<file path="config.mk">
export PLATFORM = sky130hd
export DESIGN_NAME = matrix_input_handler
export DESIGN_NICKNAME = d
export VERILOG_FILES = /design/src/mih_pkg.sv /design/src/element_streamer.sv /design/src/empty_slot_finder.sv /design/src/input_sequencer.sv /design/src/matrix_header_parser.sv /design/src/matrix_input_handler.sv
export VERILOG_INCLUDE_DIRS = /design/src
export SDC_FILE = /design/constraint.sdc
export NUM_CORES = 1
export LEC_CHECK = 0
export ABC_AREA = 1
export BUFFER_PORTS_ARGS = -buffer_cell sky130_fd_sc_hd__buf_2
export CAP_MARGIN = 0
export CELL_PAD_IN_SITES_DETAIL_PLACEMENT = 1
export CELL_PAD_IN_SITES_GLOBAL_PLACEMENT = 1
export CORE_MARGIN = 4
export CORE_UTILIZATION = 43
export CTS_CLUSTER_SIZE = 25
export DETAILED_ROUTE_END_ITERATION = 8
export GPL_TIMING_DRIVEN = 0
export PLACE_DENSITY_LB_ADDON = 0.1
export REMOVE_ABC_BUFFERS = 1
export SYNTH_ARGS = -nofsm -noshare
export SYNTH_HDL_FRONTEND = slang
export SYNTH_SLANG_ARGS = --single-unit
</file>
<file path="constraint.sdc">
create_clock -name clk -period 10.3 [get_ports clk]
set_clock_uncertainty 0.05 [all_clocks]
set_input_delay 3.09 -clock clk [delete_from_list [all_inputs] [get_ports clk]]
set_output_delay 3.09 -clock clk [all_outputs]
set_load 0.005 [all_outputs]
</file>
<file path="src/mih_params.svh">
`ifndef MIH_PARAMS_SVH
`define MIH_PARAMS_SVH

// Storage layout, one block per matrix slot
`define MIH_SLOT_STRIDE 1152
`define MIH_MAX_ID      7

// Name words in a named record, four ASCII bytes each
`define MIH_NAME_WORDS  2

// Occupancy field in the first word of a storage block
`define MIH_OCC_HI      31
`define MIH_OCC_LO      16

// First word of a named record (-1)
`define MIH_NAMED_MARKER 32'hFFFF_FFFF

`endif

</file>
<file path="src/mih_pkg.sv">
`default_nettype none
`include "mih_params.svh"

package mih_pkg;

    typedef logic signed [31:0] data_word_t;     // Buffer and storage word
    typedef logic [10:0]        buf_addr_t;
    typedef logic [13:0]        storage_addr_t;
    typedef logic [2:0]         matrix_id_t;
    typedef logic [7:0]         dim_t;
    typedef logic [15:0]        elem_count_t;
    typedef logic [`MIH_NAME_WORDS*32-1:0] matrix_name_t;  // First character in top byte

    typedef struct packed {
        logic         named;
        matrix_id_t   id;
        dim_t         rows;
        dim_t         cols;
        matrix_name_t name;
    } matrix_header_t;

    typedef struct packed {
        logic [31:0]        max_row;
        logic [31:0]        max_col;
        logic signed [31:0] data_min;
        logic signed [31:0] data_max;
    } mih_settings_t;

    typedef enum logic [3:0] {
        S_IDLE, S_PARSE, S_FIND, S_WREQ, S_WRDY, S_STREAM, S_WDONE, S_CLEAR, S_CLWAIT
    } seq_state_t;

    // P_WAIT covers the address cycle of every header word
    typedef enum logic [2:0] {
        P_IDLE, P_MARK, P_WAIT, P_ID, P_NAME, P_ROWS, P_COLS
    } parser_state_t;

endpackage

`default_nettype wire

</file>
<file path="src/element_streamer.sv">
`default_nettype none

module element_streamer (
    input  logic                   clk,
    input  logic                   rst_n,
    input  logic                   stream_start,
    input  mih_pkg::buf_addr_t     first_addr,
    input  mih_pkg::elem_count_t   total,
    input  mih_pkg::buf_addr_t     num_count,
    input  mih_pkg::data_word_t    buf_rd_data,
    output mih_pkg::buf_addr_t     buf_rd_addr,
    input  logic                   writer_ready,
    input  mih_pkg::mih_settings_t settings,
    output mih_pkg::data_word_t    data_in,
    output logic                   data_valid,
    output logic                   stream_end,
    output logic                   range_fail
);
    import mih_pkg::*;

    logic        fetch;     // Address on the bus this cycle
    logic        pend;      // RAM data returns this cycle
    logic        held;      // Element waiting for the writer
    buf_addr_t   ptr;
    elem_count_t sent;
    data_word_t  elem;
    logic        in_range;
    logic        take;

    assign buf_rd_addr = ptr;
    assign data_in     = elem;
    assign in_range    = ($signed(elem) >= $signed(settings.data_min)) &&
                         ($signed(elem) <= $signed(settings.data_max));
    assign take        = held && writer_ready;
    assign data_valid  = take && in_range;

    always_ff @(posedge clk or negedge rst_n) begin
        if (!rst_n) begin
            fetch      <= 1'b0;
            pend       <= 1'b0;
            held       <= 1'b0;
            ptr        <= '0;
            sent       <= '0;
            stream_end <= 1'b0;
            range_fail <= 1'b0;
        end else begin
            stream_end <= 1'b0;
            range_fail <= 1'b0;
            if (stream_start) begin
                ptr   <= first_addr;
                sent  <= '0;
                fetch <= 1'b1;
                pend  <= 1'b0;
                held  <= 1'b0;
            end else begin
                fetch <= 1'b0;
                pend  <= fetch;
                if (pend) held <= 1'b1;
                if (take) begin
                    held <= 1'b0;
                    if (!in_range) begin
                        range_fail <= 1'b1;   // Stream stops here
                    end else begin
                        sent <= sent + 1'b1;
                        if (sent + 1'b1 == total) begin
                            stream_end <= 1'b1;
                        end else begin
                            ptr   <= ptr + 1'b1;
                            fetch <= 1'b1;
                        end
                    end
                end
            end
        end
    end

    // Past the fill count the buffer holds nothing valid
    always_ff @(posedge clk) begin
        if (pend) begin
            elem <= (ptr < num_count) ? buf_rd_data : '0;
        end
    end

endmodule

`default_nettype wire

</file>
<file path="src/empty_slot_finder.sv">
`default_nettype none
`include "mih_params.svh"

module empty_slot_finder (
    input  logic                   clk,
    input  logic                   rst_n,
    input  logic                   find_start,
    input  mih_pkg::data_word_t    storage_rd_data,
    output mih_pkg::storage_addr_t storage_rd_addr,
    output mih_pkg::matrix_id_t    slot_id,
    output logic                   slot_found,
    output logic                   slot_none
);
    import mih_pkg::*;

    logic       active;
    logic       check;          // Low on the address cycle, high when data returns
    matrix_id_t slot;
    logic       slot_empty;

    assign storage_rd_addr = storage_addr_t'(slot * `MIH_SLOT_STRIDE);
    assign slot_empty      = (storage_rd_data[`MIH_OCC_HI:`MIH_OCC_LO] == '0);
    assign slot_id         = slot;

    always_ff @(posedge clk or negedge rst_n) begin
        if (!rst_n) begin
            active     <= 1'b0;
            check      <= 1'b0;
            slot       <= '0;
            slot_found <= 1'b0;
            slot_none  <= 1'b0;
        end else begin
            slot_found <= 1'b0;
            slot_none  <= 1'b0;
            if (find_start) begin
                active <= 1'b1;
                check  <= 1'b0;
                slot   <= matrix_id_t'(1);   // Slot 0 is never handed out
            end else if (active) begin
                if (!check) begin
                    check <= 1'b1;
                end else if (slot_empty) begin
                    active     <= 1'b0;
                    slot_found <= 1'b1;
                end else if (slot == matrix_id_t'(`MIH_MAX_ID)) begin
                    active    <= 1'b0;
                    slot_none <= 1'b1;
                end else begin
                    slot  <= slot + 1'b1;
                    check <= 1'b0;
                end
            end
        end
    end

endmodule

`default_nettype wire

</file>
<file path="src/input_sequencer.sv">
`default_nettype none

module input_sequencer (
    input  logic clk,
    input  logic rst_n,
    input  logic start,
    input  logic header_ok,
    input  logic header_bad,
    input  logic header_named,
    input  logic slot_found,
    input  logic slot_none,
    input  logic stream_end,
    input  logic range_fail,
    input  logic write_ready,
    input  logic writer_ready,
    input  logic write_done,
    input  logic clear_done,
    output logic parse_start,
    output logic find_start,
    output logic stream_start,
    output logic stream_phase,
    output logic write_request,
    output logic clear_request,
    output logic busy,
    output logic done,
    output logic error
);
    import mih_pkg::*;

    seq_state_t state;
    logic       writer_go;

    // Writer has taken the request and is ready for data
    assign writer_go = writer_ready && !write_ready;

    assign parse_start   = (state == S_IDLE) && start;
    assign find_start    = (state == S_PARSE) && header_ok && !header_named;
    assign write_request = (state == S_WREQ) && write_ready;
    assign stream_start  = (state == S_WRDY) && writer_go;
    assign stream_phase  = (state == S_STREAM);
    assign clear_request = (state == S_CLEAR);     // Single cycle state
    assign busy          = (state != S_IDLE);

    always_ff @(posedge clk or negedge rst_n) begin
        if (!rst_n) begin
            state <= S_IDLE;
            done  <= 1'b0;
            error <= 1'b0;
        end else begin
            done  <= 1'b0;
            error <= 1'b0;
            case (state)
                S_IDLE: begin
                    if (start) state <= S_PARSE;
                end
                S_PARSE: begin
                    if (header_bad) begin
                        error <= 1'b1;
                        state <= S_IDLE;
                    end else if (header_ok) begin
                        state <= header_named ? S_WREQ : S_FIND;
                    end
                end
                S_FIND: begin
                    if (slot_none) begin
                        error <= 1'b1;   // Storage full
                        state <= S_IDLE;
                    end else if (slot_found) begin
                        state <= S_WREQ;
                    end
                end
                S_WREQ: begin
                    if (write_ready) state <= S_WRDY;
                end
                S_WRDY: begin
                    if (writer_go) state <= S_STREAM;
                end
                S_STREAM: begin
                    if (range_fail) begin
                        state <= S_CLEAR;
                    end else if (stream_end) begin
                        state <= S_WDONE;
                    end
                end
                S_WDONE: begin
                    if (write_done) begin
                        done  <= 1'b1;
                        state <= S_IDLE;
                    end
                end
                S_CLEAR: state <= S_CLWAIT;
                S_CLWAIT: begin
                    if (clear_done) begin
                        error <= 1'b1;
                        state <= S_IDLE;
                    end
                end
                default: state <= S_IDLE;
            endcase
        end
    end

endmodule

`default_nettype wire

</file>
<file path="src/matrix_header_parser.sv">
`default_nettype none
`include "mih_params.svh"

module matrix_header_parser (
    input  logic                    clk,
    input  logic                    rst_n,
    input  logic                    parse_start,
    input  mih_pkg::data_word_t     buf_rd_data,
    output mih_pkg::buf_addr_t      buf_rd_addr,
    input  mih_pkg::mih_settings_t  settings,
    output mih_pkg::matrix_header_t header,
    output mih_pkg::buf_addr_t      next_addr,
    output logic                    header_ok,
    output logic                    header_bad
);
    import mih_pkg::*;

    parser_state_t state;
    parser_state_t after_wait;   // Word decoded once the address settles
    buf_addr_t     ptr;
    logic [3:0]    name_cnt;
    logic          is_marker;
    logic          id_bad;
    logic          dim_bad;

    assign buf_rd_addr = ptr;
    assign is_marker   = (buf_rd_data == `MIH_NAMED_MARKER);
    assign id_bad      = (buf_rd_data < 1) || (buf_rd_data > `MIH_MAX_ID);

    // Rows come from the register, cols straight off the bus
    assign dim_bad = (header.rows == '0) || (32'(header.rows) > settings.max_row) ||
                     (buf_rd_data == '0) || ($unsigned(buf_rd_data) > settings.max_col);

    always_ff @(posedge clk or negedge rst_n) begin
        if (!rst_n) begin
            state      <= P_IDLE;
            after_wait <= P_IDLE;
            ptr        <= '0;
            name_cnt   <= '0;
            header_ok  <= 1'b0;
            header_bad <= 1'b0;
        end else begin
            header_ok  <= 1'b0;
            header_bad <= 1'b0;
            case (state)
                P_IDLE: begin
                    if (parse_start) begin
                        state <= P_MARK;   // Word 0 already addressed
                    end
                end
                P_MARK: begin
                    ptr        <= ptr + 1'b1;
                    state      <= P_WAIT;
                    after_wait <= is_marker ? P_ID : P_COLS;
                end
                P_WAIT: state <= after_wait;
                P_ID: begin
                    if (id_bad) begin
                        header_bad <= 1'b1;
                        ptr        <= '0;
                        state      <= P_IDLE;
                    end else begin
                        ptr        <= ptr + 1'b1;
                        name_cnt   <= '0;
                        after_wait <= P_NAME;
                        state      <= P_WAIT;
                    end
                end
                P_NAME: begin
                    ptr      <= ptr + 1'b1;
                    name_cnt <= name_cnt + 1'b1;
                    state    <= P_WAIT;
                    if (name_cnt == 4'(`MIH_NAME_WORDS - 1)) begin
                        after_wait <= P_ROWS;
                    end else begin
                        after_wait <= P_NAME;
                    end
                end
                P_ROWS: begin
                    ptr        <= ptr + 1'b1;
                    after_wait <= P_COLS;
                    state      <= P_WAIT;
                end
                P_COLS: begin
                    ptr        <= '0;
                    state      <= P_IDLE;
                    header_ok  <= !dim_bad;
                    header_bad <= dim_bad;
                end
                default: state <= P_IDLE;
            endcase
        end
    end

    always_ff @(posedge clk) begin
        if (state == P_IDLE && parse_start) begin
            header.named <= 1'b0;
            header.id    <= '0;     // Anonymous ID is filled in later
            header.name  <= '0;
        end
        if (state == P_MARK) begin
            header.named <= is_marker;
            if (!is_marker) begin
                header.rows <= buf_rd_data[7:0];
            end
        end
        if (state == P_ID) header.id <= buf_rd_data[2:0];
        if (state == P_NAME) begin
            header.name <= matrix_name_t'({header.name, buf_rd_data});  // Shift in from the bottom
        end
        if (state == P_ROWS) header.rows <= buf_rd_data[7:0];
        if (state == P_COLS) begin
            header.cols <= buf_rd_data[7:0];
            next_addr   <= ptr + 1'b1;   // First element
        end
    end

endmodule

`default_nettype wire

</file>
<file path="src/matrix_input_handler.sv">
`default_nettype none

module matrix_input_handler (
    input  logic                    clk,
    input  logic                    rst_n,
    input  logic                    start,
    output logic                    busy,
    output logic                    done,
    output logic                    error,
    input  mih_pkg::mih_settings_t  settings,
    output mih_pkg::buf_addr_t      buf_rd_addr,
    input  mih_pkg::data_word_t     buf_rd_data,
    input  mih_pkg::buf_addr_t      num_count,
    output mih_pkg::storage_addr_t  storage_rd_addr,
    input  mih_pkg::data_word_t     storage_rd_data,
    output logic                    write_request,
    input  logic                    write_ready,
    input  logic                    writer_ready,
    input  logic                    write_done,
    output mih_pkg::matrix_header_t header,
    output mih_pkg::data_word_t     data_in,
    output logic                    data_valid,
    output logic                    clear_request,
    output mih_pkg::matrix_id_t     clear_matrix_id,
    input  logic                    clear_done
);
    import mih_pkg::*;

    matrix_header_t p_header;
    buf_addr_t      next_addr, p_buf_addr, s_buf_addr;
    matrix_id_t     slot_id, id_q;
    elem_count_t    elem_total;
    logic           header_ok, header_bad, slot_found, slot_none;
    logic           parse_start, find_start, stream_start, stream_phase;
    logic           stream_end, range_fail;

    // Anonymous records take the slot picked by the finder
    always_ff @(posedge clk) begin
        if (header_ok) begin
            id_q <= p_header.id;
        end else if (slot_found) begin
            id_q <= slot_id;
        end
    end

    always_comb begin
        header    = p_header;
        header.id = id_q;
    end

    assign clear_matrix_id = id_q;
    assign elem_total      = elem_count_t'(p_header.rows) * elem_count_t'(p_header.cols);
    assign buf_rd_addr     = stream_phase ? s_buf_addr : p_buf_addr;

    matrix_header_parser u_parser (
        .clk(clk), .rst_n(rst_n), .parse_start(parse_start),
        .buf_rd_data(buf_rd_data), .buf_rd_addr(p_buf_addr), .settings(settings),
        .header(p_header), .next_addr(next_addr),
        .header_ok(header_ok), .header_bad(header_bad)
    );

    empty_slot_finder u_finder (
        .clk(clk), .rst_n(rst_n), .find_start(find_start),
        .storage_rd_data(storage_rd_data), .storage_rd_addr(storage_rd_addr),
        .slot_id(slot_id), .slot_found(slot_found), .slot_none(slot_none)
    );

    element_streamer u_streamer (
        .clk(clk), .rst_n(rst_n), .stream_start(stream_start),
        .first_addr(next_addr), .total(elem_total), .num_count(num_count),
        .buf_rd_data(buf_rd_data), .buf_rd_addr(s_buf_addr),
        .writer_ready(writer_ready), .settings(settings),
        .data_in(data_in), .data_valid(data_valid),
        .stream_end(stream_end), .range_fail(range_fail)
    );

    input_sequencer u_seq (
        .clk(clk), .rst_n(rst_n), .start(start),
        .header_ok(header_ok), .header_bad(header_bad), .header_named(p_header.named),
        .slot_found(slot_found), .slot_none(slot_none),
        .stream_end(stream_end), .range_fail(range_fail),
        .write_ready(write_ready), .writer_ready(writer_ready),
        .write_done(write_done), .clear_done(clear_done),
        .parse_start(parse_start), .find_start(find_start),
        .stream_start(stream_start), .stream_phase(stream_phase),
        .write_request(write_request), .clear_request(clear_request),
        .busy(busy), .done(done), .error(error)
    );

endmodule

`default_nettype wire

</file>
Yosys cells after proc, flatten, opt, wreduce, memory -nomap -nowiden. Cells that the tools add are included.

Flip-flop bits (word level): 198. Bits of input ports: 210. Logic and storage cells: 208.

Multiply operators: 2. $lt $le $gt $ge: 7. Mux-type cells: 89. $add $sub $neg: 5. Eq/ne operators: 32. Reductions and logical operators: 44.

Operator list (count): $mux W64 (2); $mux W11 (6); $mux W4 (13); $mux W16 (3); $mux W1 (43); $pmux W4 S9 (1); $mux W3 (11); $pmux W11 S3 (1); $eq A32 B32 Y1 const B (1); $ge A32 B32 Y1 (1); $gt A32 B32 Y1 (1); $gt A32 B4 Y1 const B (1); $gt A8 B32 Y1 (1); $le A32 B32 Y1 (1); $logic_not A32 Y1 (1); $lt A32 B2 Y1 const B (1); $mux W8 (3); $pmux W3 S4 (2); $add A11 B1 Y11 const B (2); $reduce_bool A2 Y1 (10); $ne A2 B2 Y1 const B (9); $add A16 B1 Y16 const B (1); $eq A16 B16 Y1 (1); $eq A4 B3 Y1 const B (4); other kinds (32) (59).

Depth between registers and ports, before layout. Gate-level depths: netlist of the first run.

Depth after elaboration: 6. Gate-level depth with buffers: 28. Gate-level depth less buffers: 26.

By module. Synthesis of the first run repeated with hierarchy kept, for this count alone.

Cell total of the unflattened synthesis: 1980. Area total of the unflattened synthesis: 15336.0 µm².

By module, submodules not included: matrix_header_parser (cells each 616, seq. area each 3428.3 µm², area an instance 6020.8 µm², times used 1); element_streamer (cells each 809, seq. area each 1761.7 µm², area an instance 5614.1 µm², times used 1); matrix_input_handler (cells each 408, seq. area each 90.1 µm², area an instance 2686.3 µm², times used 1); input_sequencer (cells each 80, seq. area each 150.1 µm², area an instance 510.5 µm², times used 1); empty_slot_finder (cells each 67, seq. area each 175.2 µm², area an instance 504.2 µm², times used 1).

Worst setup path after synthesis of the first run. OpenSTA, ideal clock, no wires.

Kind: input to output. Start point: input port settings[31] in the netlist's numbering. End point: output port data_valid. Path slack: 2.529 ns. Data required time: 7.160 ns. Stages: 13. Arrival time: 4.631 ns. Cell sequence: inv_1 -> ha_1 -> nand2_1 -> nor2_1 -> nand2_1 -> nor3b_1 -> nand2_1 -> nand2_1 -> nand2_1 -> nand3_1 -> nand3_1 -> inv_1 -> buf_2.

Cells in the longest elaborated chain, start to end: 3.

RTL lines: start, declared (RTL line matrix_input_handler.sv:10) `input mih_pkg::mih_settings_t settings,`; $le A32 B32 Y1 (RTL line element_streamer.sv:33) `($signed(elem) <= $signed(settings.data_max));`; $logic_and A1 B1 Y1 (RTL line element_streamer.sv:32) `assign in_range = ($signed(elem) >= $signed(settings.data_min)) &&`; $logic_and A1 B1 Y1 (RTL line element_streamer.sv:35) `assign data_valid = take && in_range;`; end, declared (RTL line matrix_input_handler.sv:22) `output logic data_valid,`.

No other way between the ends.

Worst setup path after layout of the first run.
Start point: input port settings[63] in the netlist's numbering. End point: output port data_valid.

Cells in the longest elaborated chain, start to end: 3.

RTL lines (RTL line): $ge A32 B32 Y1 (element_streamer.sv:32); $logic_and A1 B1 Y1 (element_streamer.sv:32); $logic_and A1 B1 Y1 (element_streamer.sv:35).

No other way between the ends.

==> out/results.txt, run 1 <==
Post-route setup slack = 1560 ps
Vias in the first global route = 14300
Fmax = 114 MHz
DRC Markers = 0
Post-Layout Cell Count = 2614
Number of hold violations in the final report = 0
Run status = finished, final reports clean
Top cell type by total area after synthesis = sky130_fd_sc_hd__edfxtp_1
Top-Level Pins = 360
Number of design-rule violations left by the first detailed-router iteration = 658
Post-DR vias/cell = 5.06
# port buffers = 335
Clock tree from TritonCTS = done
Vias = 13200
Clock Root Buffer = sky130_fd_sc_hd__clkbuf_16
Count of distinct cell types in the synthesized netlist = 48
Crit-path max FO = 15
GRT overflow = 0
Hold Path Sink = u_streamer.pend
Pleak = 0.00930 uW
Vertical die dimension = 196 um
Most used DFF post-synth = sky130_fd_sc_hd__edfxtp_1
Setup total negative slack = 0 ps
Slew Limit Headroom = 0.162
Number of resized instances in the post-cts repair step = 0
Antenna violations before repair = 5
Layout overhead on the synthesized area = 14.0%
Total power per unit cell area = 250 nW/um^2
Setup repair after global routing missed its margin = false
Depth of the worst register-to-register path = 22
Fraction of post-synthesis cell area in the top cell type by area = 0.256
Biggest area contributors in the synthesized netlist = sky130_fd_sc_hd__edfxtp_1, sky130_fd_sc_hd__ha_1, sky130_fd_sc_hd__dfrtp_1, sky130_fd_sc_hd__nand2_1, sky130_fd_sc_hd__inv_1
Hold bufs inserted after CTS = 0
Wire length per cell = 17.9 um
Clock-pin transition on the worst setup and hold timing paths = 80 ps
Sort of element at the end of the critical path = primary output
Critical path launch point type = input pin
TritonCTS Sinks = 198
Antenna Nets Post-Route = 0
Placed cells = 2578
Instance count of the mapped netlist = 1913
Placer's final routability congestion estimate = 0.832
EDFF count, synth = 130
Global-route wire length before repair = 74.7 mm
Worst reg2reg endpoint = u_streamer.buf_rd_addr[10]
Max-slew violation count = 0
Post-synthesis register bit count = 198
Count of yosys warnings during synthesis = 0
Post-synthesis async set-or-reset flop share = 0.343
Number of failing setup endpoints in the final timing report = 0
Netlist Area Pre-Place = 15200 um^2
Total track usage = 0.244
Period Utilization, post-route = 0.848
Share of cells above drive strength 1 = 0.183
Arr. time, crit path = 5600 ps
Largest voltage drop on the vdd net = 0.153 mV
Min-Delay Path Class = reg -> reg
Pin slew with the least headroom to its limit = 1250 ps
H-tree lvl count = 4
Chip width = 196 um
Maximum number of pins on one net before global-route repair = 71
Synthesized area divided by synthesized cell count = 7.96 um^2
Critical path start-end classification = in -> out
Post-detail-place hpwl = 37.9 mm
Number of core rows = 68
FF-to-FF Start = u_parser.header[76]
Setup Buffers After CTS = 0
CTS buffer count = 17
Post-synthesis sequential area ratio = 0.368
Clock period minus worst slack = 8740 ps
DR pass1 iterations = 5
Max-Cap Viols = 0
Clock latency of the later-clocked register in the worst-skew pair = 460 ps
Hold Path Origin = u_streamer.fetch
Die ar. = 38500 um^2
Dpl ws = 1570 ps
Cell count of the worst hold path = 2
Total power = 4340 uW
Number of buffers between clock root and the deepest sink = 2
Final wirelength = 46.8 mm
Nets@finish = 2545
Placeable core region = 34700 um^2
Required time of the critical path = 7160 ps
Internal reg-to-reg setup slack = 4980 ps
Final standard cell utilization of the core = 0.500
Initial cell density of the core = 0.439
-- worst max-delay path, stage by stage --
cell	delay, ps
sky130_fd_sc_hd__buf_2	80
sky130_fd_sc_hd__inv_1	30
sky130_fd_sc_hd__ha_1	330
sky130_fd_sc_hd__nand2_1	90
sky130_fd_sc_hd__nor2_1	140
sky130_fd_sc_hd__nand2_1	100
sky130_fd_sc_hd__nor4_1	510
sky130_fd_sc_hd__nand2_1	160
sky130_fd_sc_hd__nand2_1	90
sky130_fd_sc_hd__nand2_1	50
sky130_fd_sc_hd__nand3_1	120
sky130_fd_sc_hd__nand3_1	140
sky130_fd_sc_hd__inv_1	440
sky130_fd_sc_hd__buf_2	210
-- kinds of logic (layout without fill, tap and decap cells) --
family	count (synthesis)	in the layout	synth area share
other	1	12	0.000246
AND/OR/NAND/NOR	791	791	0.223
XOR/XNOR	26	26	0.0155
buffers and inverters	535	770	0.156
AO/OA/AOI/OAI	169	169	0.0605
adder cells (fa/ha/maj)	193	193	0.176
flip-flops	198	198	0.368
-- worst max path at each step --
stage	start	to	slack [ps]	cells after the start
6_report	settings[63]	data_valid	1560	14
5_1_grt	settings[63]	data_valid	1290	14
4_1_cts	settings[63]	data_valid	1560	14
3_5_place_dp	settings[63]	data_valid	1570	14
3_3_place_gp	settings[63]	data_valid	1640	12
2_1_floorplan	settings[31]	data_valid	2590	12
-- per-layer routing --
metal  track usage  up-vias  wire length [um]
met5             0        -                13
met4        0.0709        2              1020
met3        0.0419       61              2530
met2         0.430      340             23200
met1         0.308     6381             20100
li1              -     6443                 -
-- placed cells by master (no fill, tap or decap), types with 7 or more instances in the layout --
| cell type | instances |
|---|---|
| sky130_fd_sc_hd__nand3_1 | 100 |
| sky130_fd_sc_hd__a31oi_1 | 7 |
| sky130_fd_sc_hd__a21oi_1 | 64 |
| sky130_fd_sc_hd__ha_1 | 157 |
| sky130_fd_sc_hd__nand3b_1 | 9 |
| sky130_fd_sc_hd__dfrtp_1 | 67 |
| sky130_fd_sc_hd__clkbuf_16 | 17 |
| sky130_fd_sc_hd__o21ai_0 | 71 |
| sky130_fd_sc_hd__nand4_1 | 37 |
| sky130_fd_sc_hd__fa_1 | 36 |
| sky130_fd_sc_hd__nor4_1 | 24 |
| sky130_fd_sc_hd__nor3_1 | 21 |
| sky130_fd_sc_hd__xor2_1 | 21 |
| sky130_fd_sc_hd__edfxtp_1 | 130 |
| sky130_fd_sc_hd__buf_2 | 334 |
| sky130_fd_sc_hd__inv_1 | 393 |
| sky130_fd_sc_hd__nor2_1 | 186 |
| sky130_fd_sc_hd__conb_1 | 8 |
| sky130_fd_sc_hd__nand2_1 | 392 |
-- report_power, final --
part | total [uW] | switching, uW | internal (uW)
registers | 1320 | 208 | 1110
logic | 2300 | 1460 | 844
clock network | 719 | 332 | 387
total | 4340 | 2000 | 2340
-- cell type report --
class | count | area, um^2
diodes | 4 | 10.0
clock inverters | 12 | 168
clock buffers | 20 | 437
flip-flops and latches | 198 | 5610
well taps | 455 | 569
repair buffers | 339 | 1760
fillers | 4399 | 17400
inverters | 399 | 1500
multi-input cells | 1187 | 7300
-- flip-flops by register name, summed over array words and instances (netlist names), 3 cells and up --
signal,cells
clear_matrix_id,3
u_finder.slot_id,3
u_parser.after_wait,3
u_parser.buf_rd_addr,11
u_parser.header,84
u_parser.name_cnt,4
u_parser.next_addr,11
u_parser.state,3
u_seq.state,4
u_streamer.buf_rd_addr,11
u_streamer.data_in,32
u_streamer.sent,16
-- synth_stat cells (5+ instances only) --
master,n
sky130_fd_sc_hd__clkbuf_1,35
sky130_fd_sc_hd__nor3_1,21
sky130_fd_sc_hd__buf_4,95
sky130_fd_sc_hd__fa_1,36
sky130_fd_sc_hd__xor2_1,21
sky130_fd_sc_hd__o21ai_0,71
sky130_fd_sc_hd__edfxtp_1,130
sky130_fd_sc_hd__inv_1,393
sky130_fd_sc_hd__nand4_1,37
sky130_fd_sc_hd__dfrtp_1,68
sky130_fd_sc_hd__nand3b_1,9
sky130_fd_sc_hd__a31oi_1,7
sky130_fd_sc_hd__nor2_1,187
sky130_fd_sc_hd__nand3_1,100
sky130_fd_sc_hd__nand2_1,394
sky130_fd_sc_hd__inv_2,5
sky130_fd_sc_hd__nor4_1,24
sky130_fd_sc_hd__ha_1,157
sky130_fd_sc_hd__a21oi_1,64
-- through the flow --
stage / hold slack, ps / instance area [um^2]
after detailed placement: 375 / 16700
after CTS: 402 / 17300
after floorplan: 363 / 14400
after global routing: 425 / 17300
final: 398 / 17400
after global placement: 367 / 16600
(Power assumes the default switching activity.)
==> inputs of run 2 (changes only) <==
- CORE_UTILIZATION: 43 -> 36
- clock period: 10.3 -> 8 ns (I/O delays scaled with it)
==> run 2 against run 1 <==
Effect of this change: non-clock buffer count unchanged; sequential share of layout area decreased by 0.19 points; sequential cell count unchanged; count of clock-buffer cells in the layout unchanged; highest routed layer unchanged; largest cell class unchanged.
==> out/results.txt, run 2 (synthesis results as in run 1) <==
Initial cell density of the core = 0.364 (-0.0748)
Run status = finished, final reports clean
Pin slew with the least headroom to its limit = 1250 ps (+1.45 ps)
Clock latency of the later-clocked register in the worst-skew pair = 470 ps (about the same)
Total stage count of the critical path = 14 (unchanged)
Vias in the first global route = 13900 (-2.9%)
Internal reg-to-reg setup slack = 2720 ps (-2260 ps)
Clock-pin transition on the worst setup and hold timing paths = 80 ps (about the same)
Vias = 12900 (-2.5%)
Hold bufs inserted after CTS = 0 (unchanged)
Slew Limit Headroom = 0.161 (-0.000971)
Nets@finish = 2545 (unchanged)
Origin of the worst setup path = settings[63]
Max-Cap Viols = 0 (unchanged)
# port buffers = 335 (unchanged)
Die ar. = 45600 um^2 (+19%)
FF-to-FF Start = u_parser.header[73]
Combined buffer and inverter count along the critical path = 4 (unchanged)
H-tree lvl count = 4 (unchanged)
Register cell area after layout = 5610 um^2 (unchanged)
Top-Level Pins = 360 (unchanged)
CP cell instances = buf_2, inv_1, ha_1, nand2_1, nor2_1, nand2_1, nor4_1, nand2_1, nand2_1, nand2_1, nand3_1, nand3_1, inv_1, buf_2
Critical path start-end classification = in -> out
CTS buffer count = 17 (unchanged)
Clock Root Buffer = sky130_fd_sc_hd__clkbuf_16
Number of hold violations in the final report = 0 (unchanged)
Crit-path max FO = 15 (unchanged)
Largest voltage drop on the vdd net = 0.167 mV (+9.0%)
Arr. time, crit path = 4870 ps (-730 ps)
Area of combinational cells with multiple inputs = 7300 um^2 (unchanged)
Cell family contributing the most delay on the critical path = simple AND/OR/NAND/NOR gates
DR pass1 iterations = 4 (-1)
Pleak = 0.00931 uW (about the same)
Placer's final routability congestion estimate = 0.830 (-0.13%)
Final standard cell utilization of the core = 0.417 (-0.0829)
Reg with most FFs = u_parser.header
Maximum number of pins on one net before global-route repair = 71 (unchanged)
Setup total negative slack = 0 ps (unchanged)
Max reg flops = 84 (unchanged)
Wire length per cell = 17.4 um (-2.6%)
Number of core rows = 75 (+10%)
Setup Buffers After CTS = 0 (unchanged)
Post-DR vias/cell = 4.77 (-5.7%)
Global-route wire length before repair = 74.0 mm (-0.92%)
Placeable core region = 41900 um^2 (+21%)
Total track usage = 0.208 (-0.0356)
DRC Markers = 0 (unchanged)
Chip width = 214 um (+8.9%)
Share of cells above drive strength 1 = 0.184 (+0.000928)
Slowest-stage cell, CP = sky130_fd_sc_hd__inv_1
Max-slew violation count = 0 (unchanged)
Clock tree from TritonCTS = done
Post-detail-place hpwl = 38.6 mm (+1.9%)
Min-Delay Path Class = reg -> reg
Vertical die dimension = 214 um (+8.9%)
Required time of the critical path = 5550 ps (-1610 ps)
TritonCTS Sinks = 198 (unchanged)
Commonest non-fill, non-tap cell in the layout = sky130_fd_sc_hd__inv_1
Sort of element at the end of the critical path = primary output
Clock period minus worst slack = 7320 ps
Commonest non-fill, non-tap cells in the layout = sky130_fd_sc_hd__inv_1, sky130_fd_sc_hd__nand2_1, sky130_fd_sc_hd__buf_2, sky130_fd_sc_hd__nor2_1, sky130_fd_sc_hd__ha_1
Layout overhead on the synthesized area = 14.6%
Number of buffers between clock root and the deepest sink = 2 (unchanged)
Critical path launch point type = input pin
Number of resized instances in the post-cts repair step = 0 (unchanged)
CP Capture Point = data_valid
Antenna violations before repair = 10 (+5)
Number of design-rule violations left by the first detailed-router iteration = 502 (-24%)
GRT overflow = 0 (unchanged)
Cell repeated most along the worst path = sky130_fd_sc_hd__nand2_1
Number of failing setup endpoints in the final timing report = 0 (unchanged)
Total power per unit cell area = 317 nW/um^2 (+27%)
Filler Cells Inserted = 5286 (+20%)
Setup repair after global routing missed its margin = false
Final wirelength = 47.1 mm (+0.71%)
Antenna Nets Post-Route = 0 (unchanged)
Hold Path Origin = u_streamer.fetch
Delay contributed by the slowest stage of the critical path = 440 ps (-70 ps)
Depth of the worst register-to-register path = 22 (unchanged)
Fmax = 137 MHz
Worst reg2reg endpoint = u_streamer.buf_rd_addr[5]
Period Utilization, post-route = 0.915
[run 2: metrics by stage]
step	instance area [um^2]	power (uW)	setup WS (ps)	hold slack, ps	cells
2_1_floorplan	14400	3680	1670	363	1784
3_3_place_gp	16700	4600	693	369	2658
3_5_place_dp	16900	4720	677	387	2662
4_1_cts	17400	5620	666	407	2694
5_1_grt	17400	6170	387	436	2702
6_report	17500	5530	682	402	2703
[run 2: how the worst min path moves through the flow]
stage,cells past startpoint,end,slack (ps)
after floorplan,2,u_streamer.pend,360
after global placement,2,u_streamer.pend,370
after detailed placement,2,u_streamer.pend,390
after CTS,2,u_streamer.pend,410
after global routing,2,u_streamer.pend,440
final,2,u_streamer.pend,400
[run 2: worst reg2reg max path: cells and delay by family, from the launching register on]
kind            cells  cell delay (ps)
compound gates      1              170
fa+ha+maj           5             2500
buf+inv             2               80
flops               1              680
simple gates       14             1740
[run 2: layout make-up]
type | instances | area share
multi-input combinational | 1187 | 0.418
sequential | 198 | 0.321
timing repair buffer | 339 | 0.102
inverter | 399 | 0.0858
tap | 539 | 0.0386
clock buffer | 20 | 0.0268
clock inverter | 12 | 0.00595
antenna | 9 | 0.00129
[run 2: where the power goes]
| group | internal, uW | leakage, uW | total, uW | switching, uW |
|---|---|---|---|---|
| Clock | 436 | 0.000282 | 875 | 439 |
| Combinational | 1090 | 0.00693 | 2960 | 1880 |
| Sequential | 1430 | 0.00209 | 1690 | 261 |
[run 2: routing by layer]
layer  vias to the layer above  GRT usage  wire length (um)  share of wire
li1                       6455          -                 -              -
met1                      6136      0.274             21700           0.46
met2                       251      0.356             22600           0.48
met3                        46     0.0360              1940          0.041
met4                         4     0.0594               808          0.017
met5                         -          0                23        0.00049
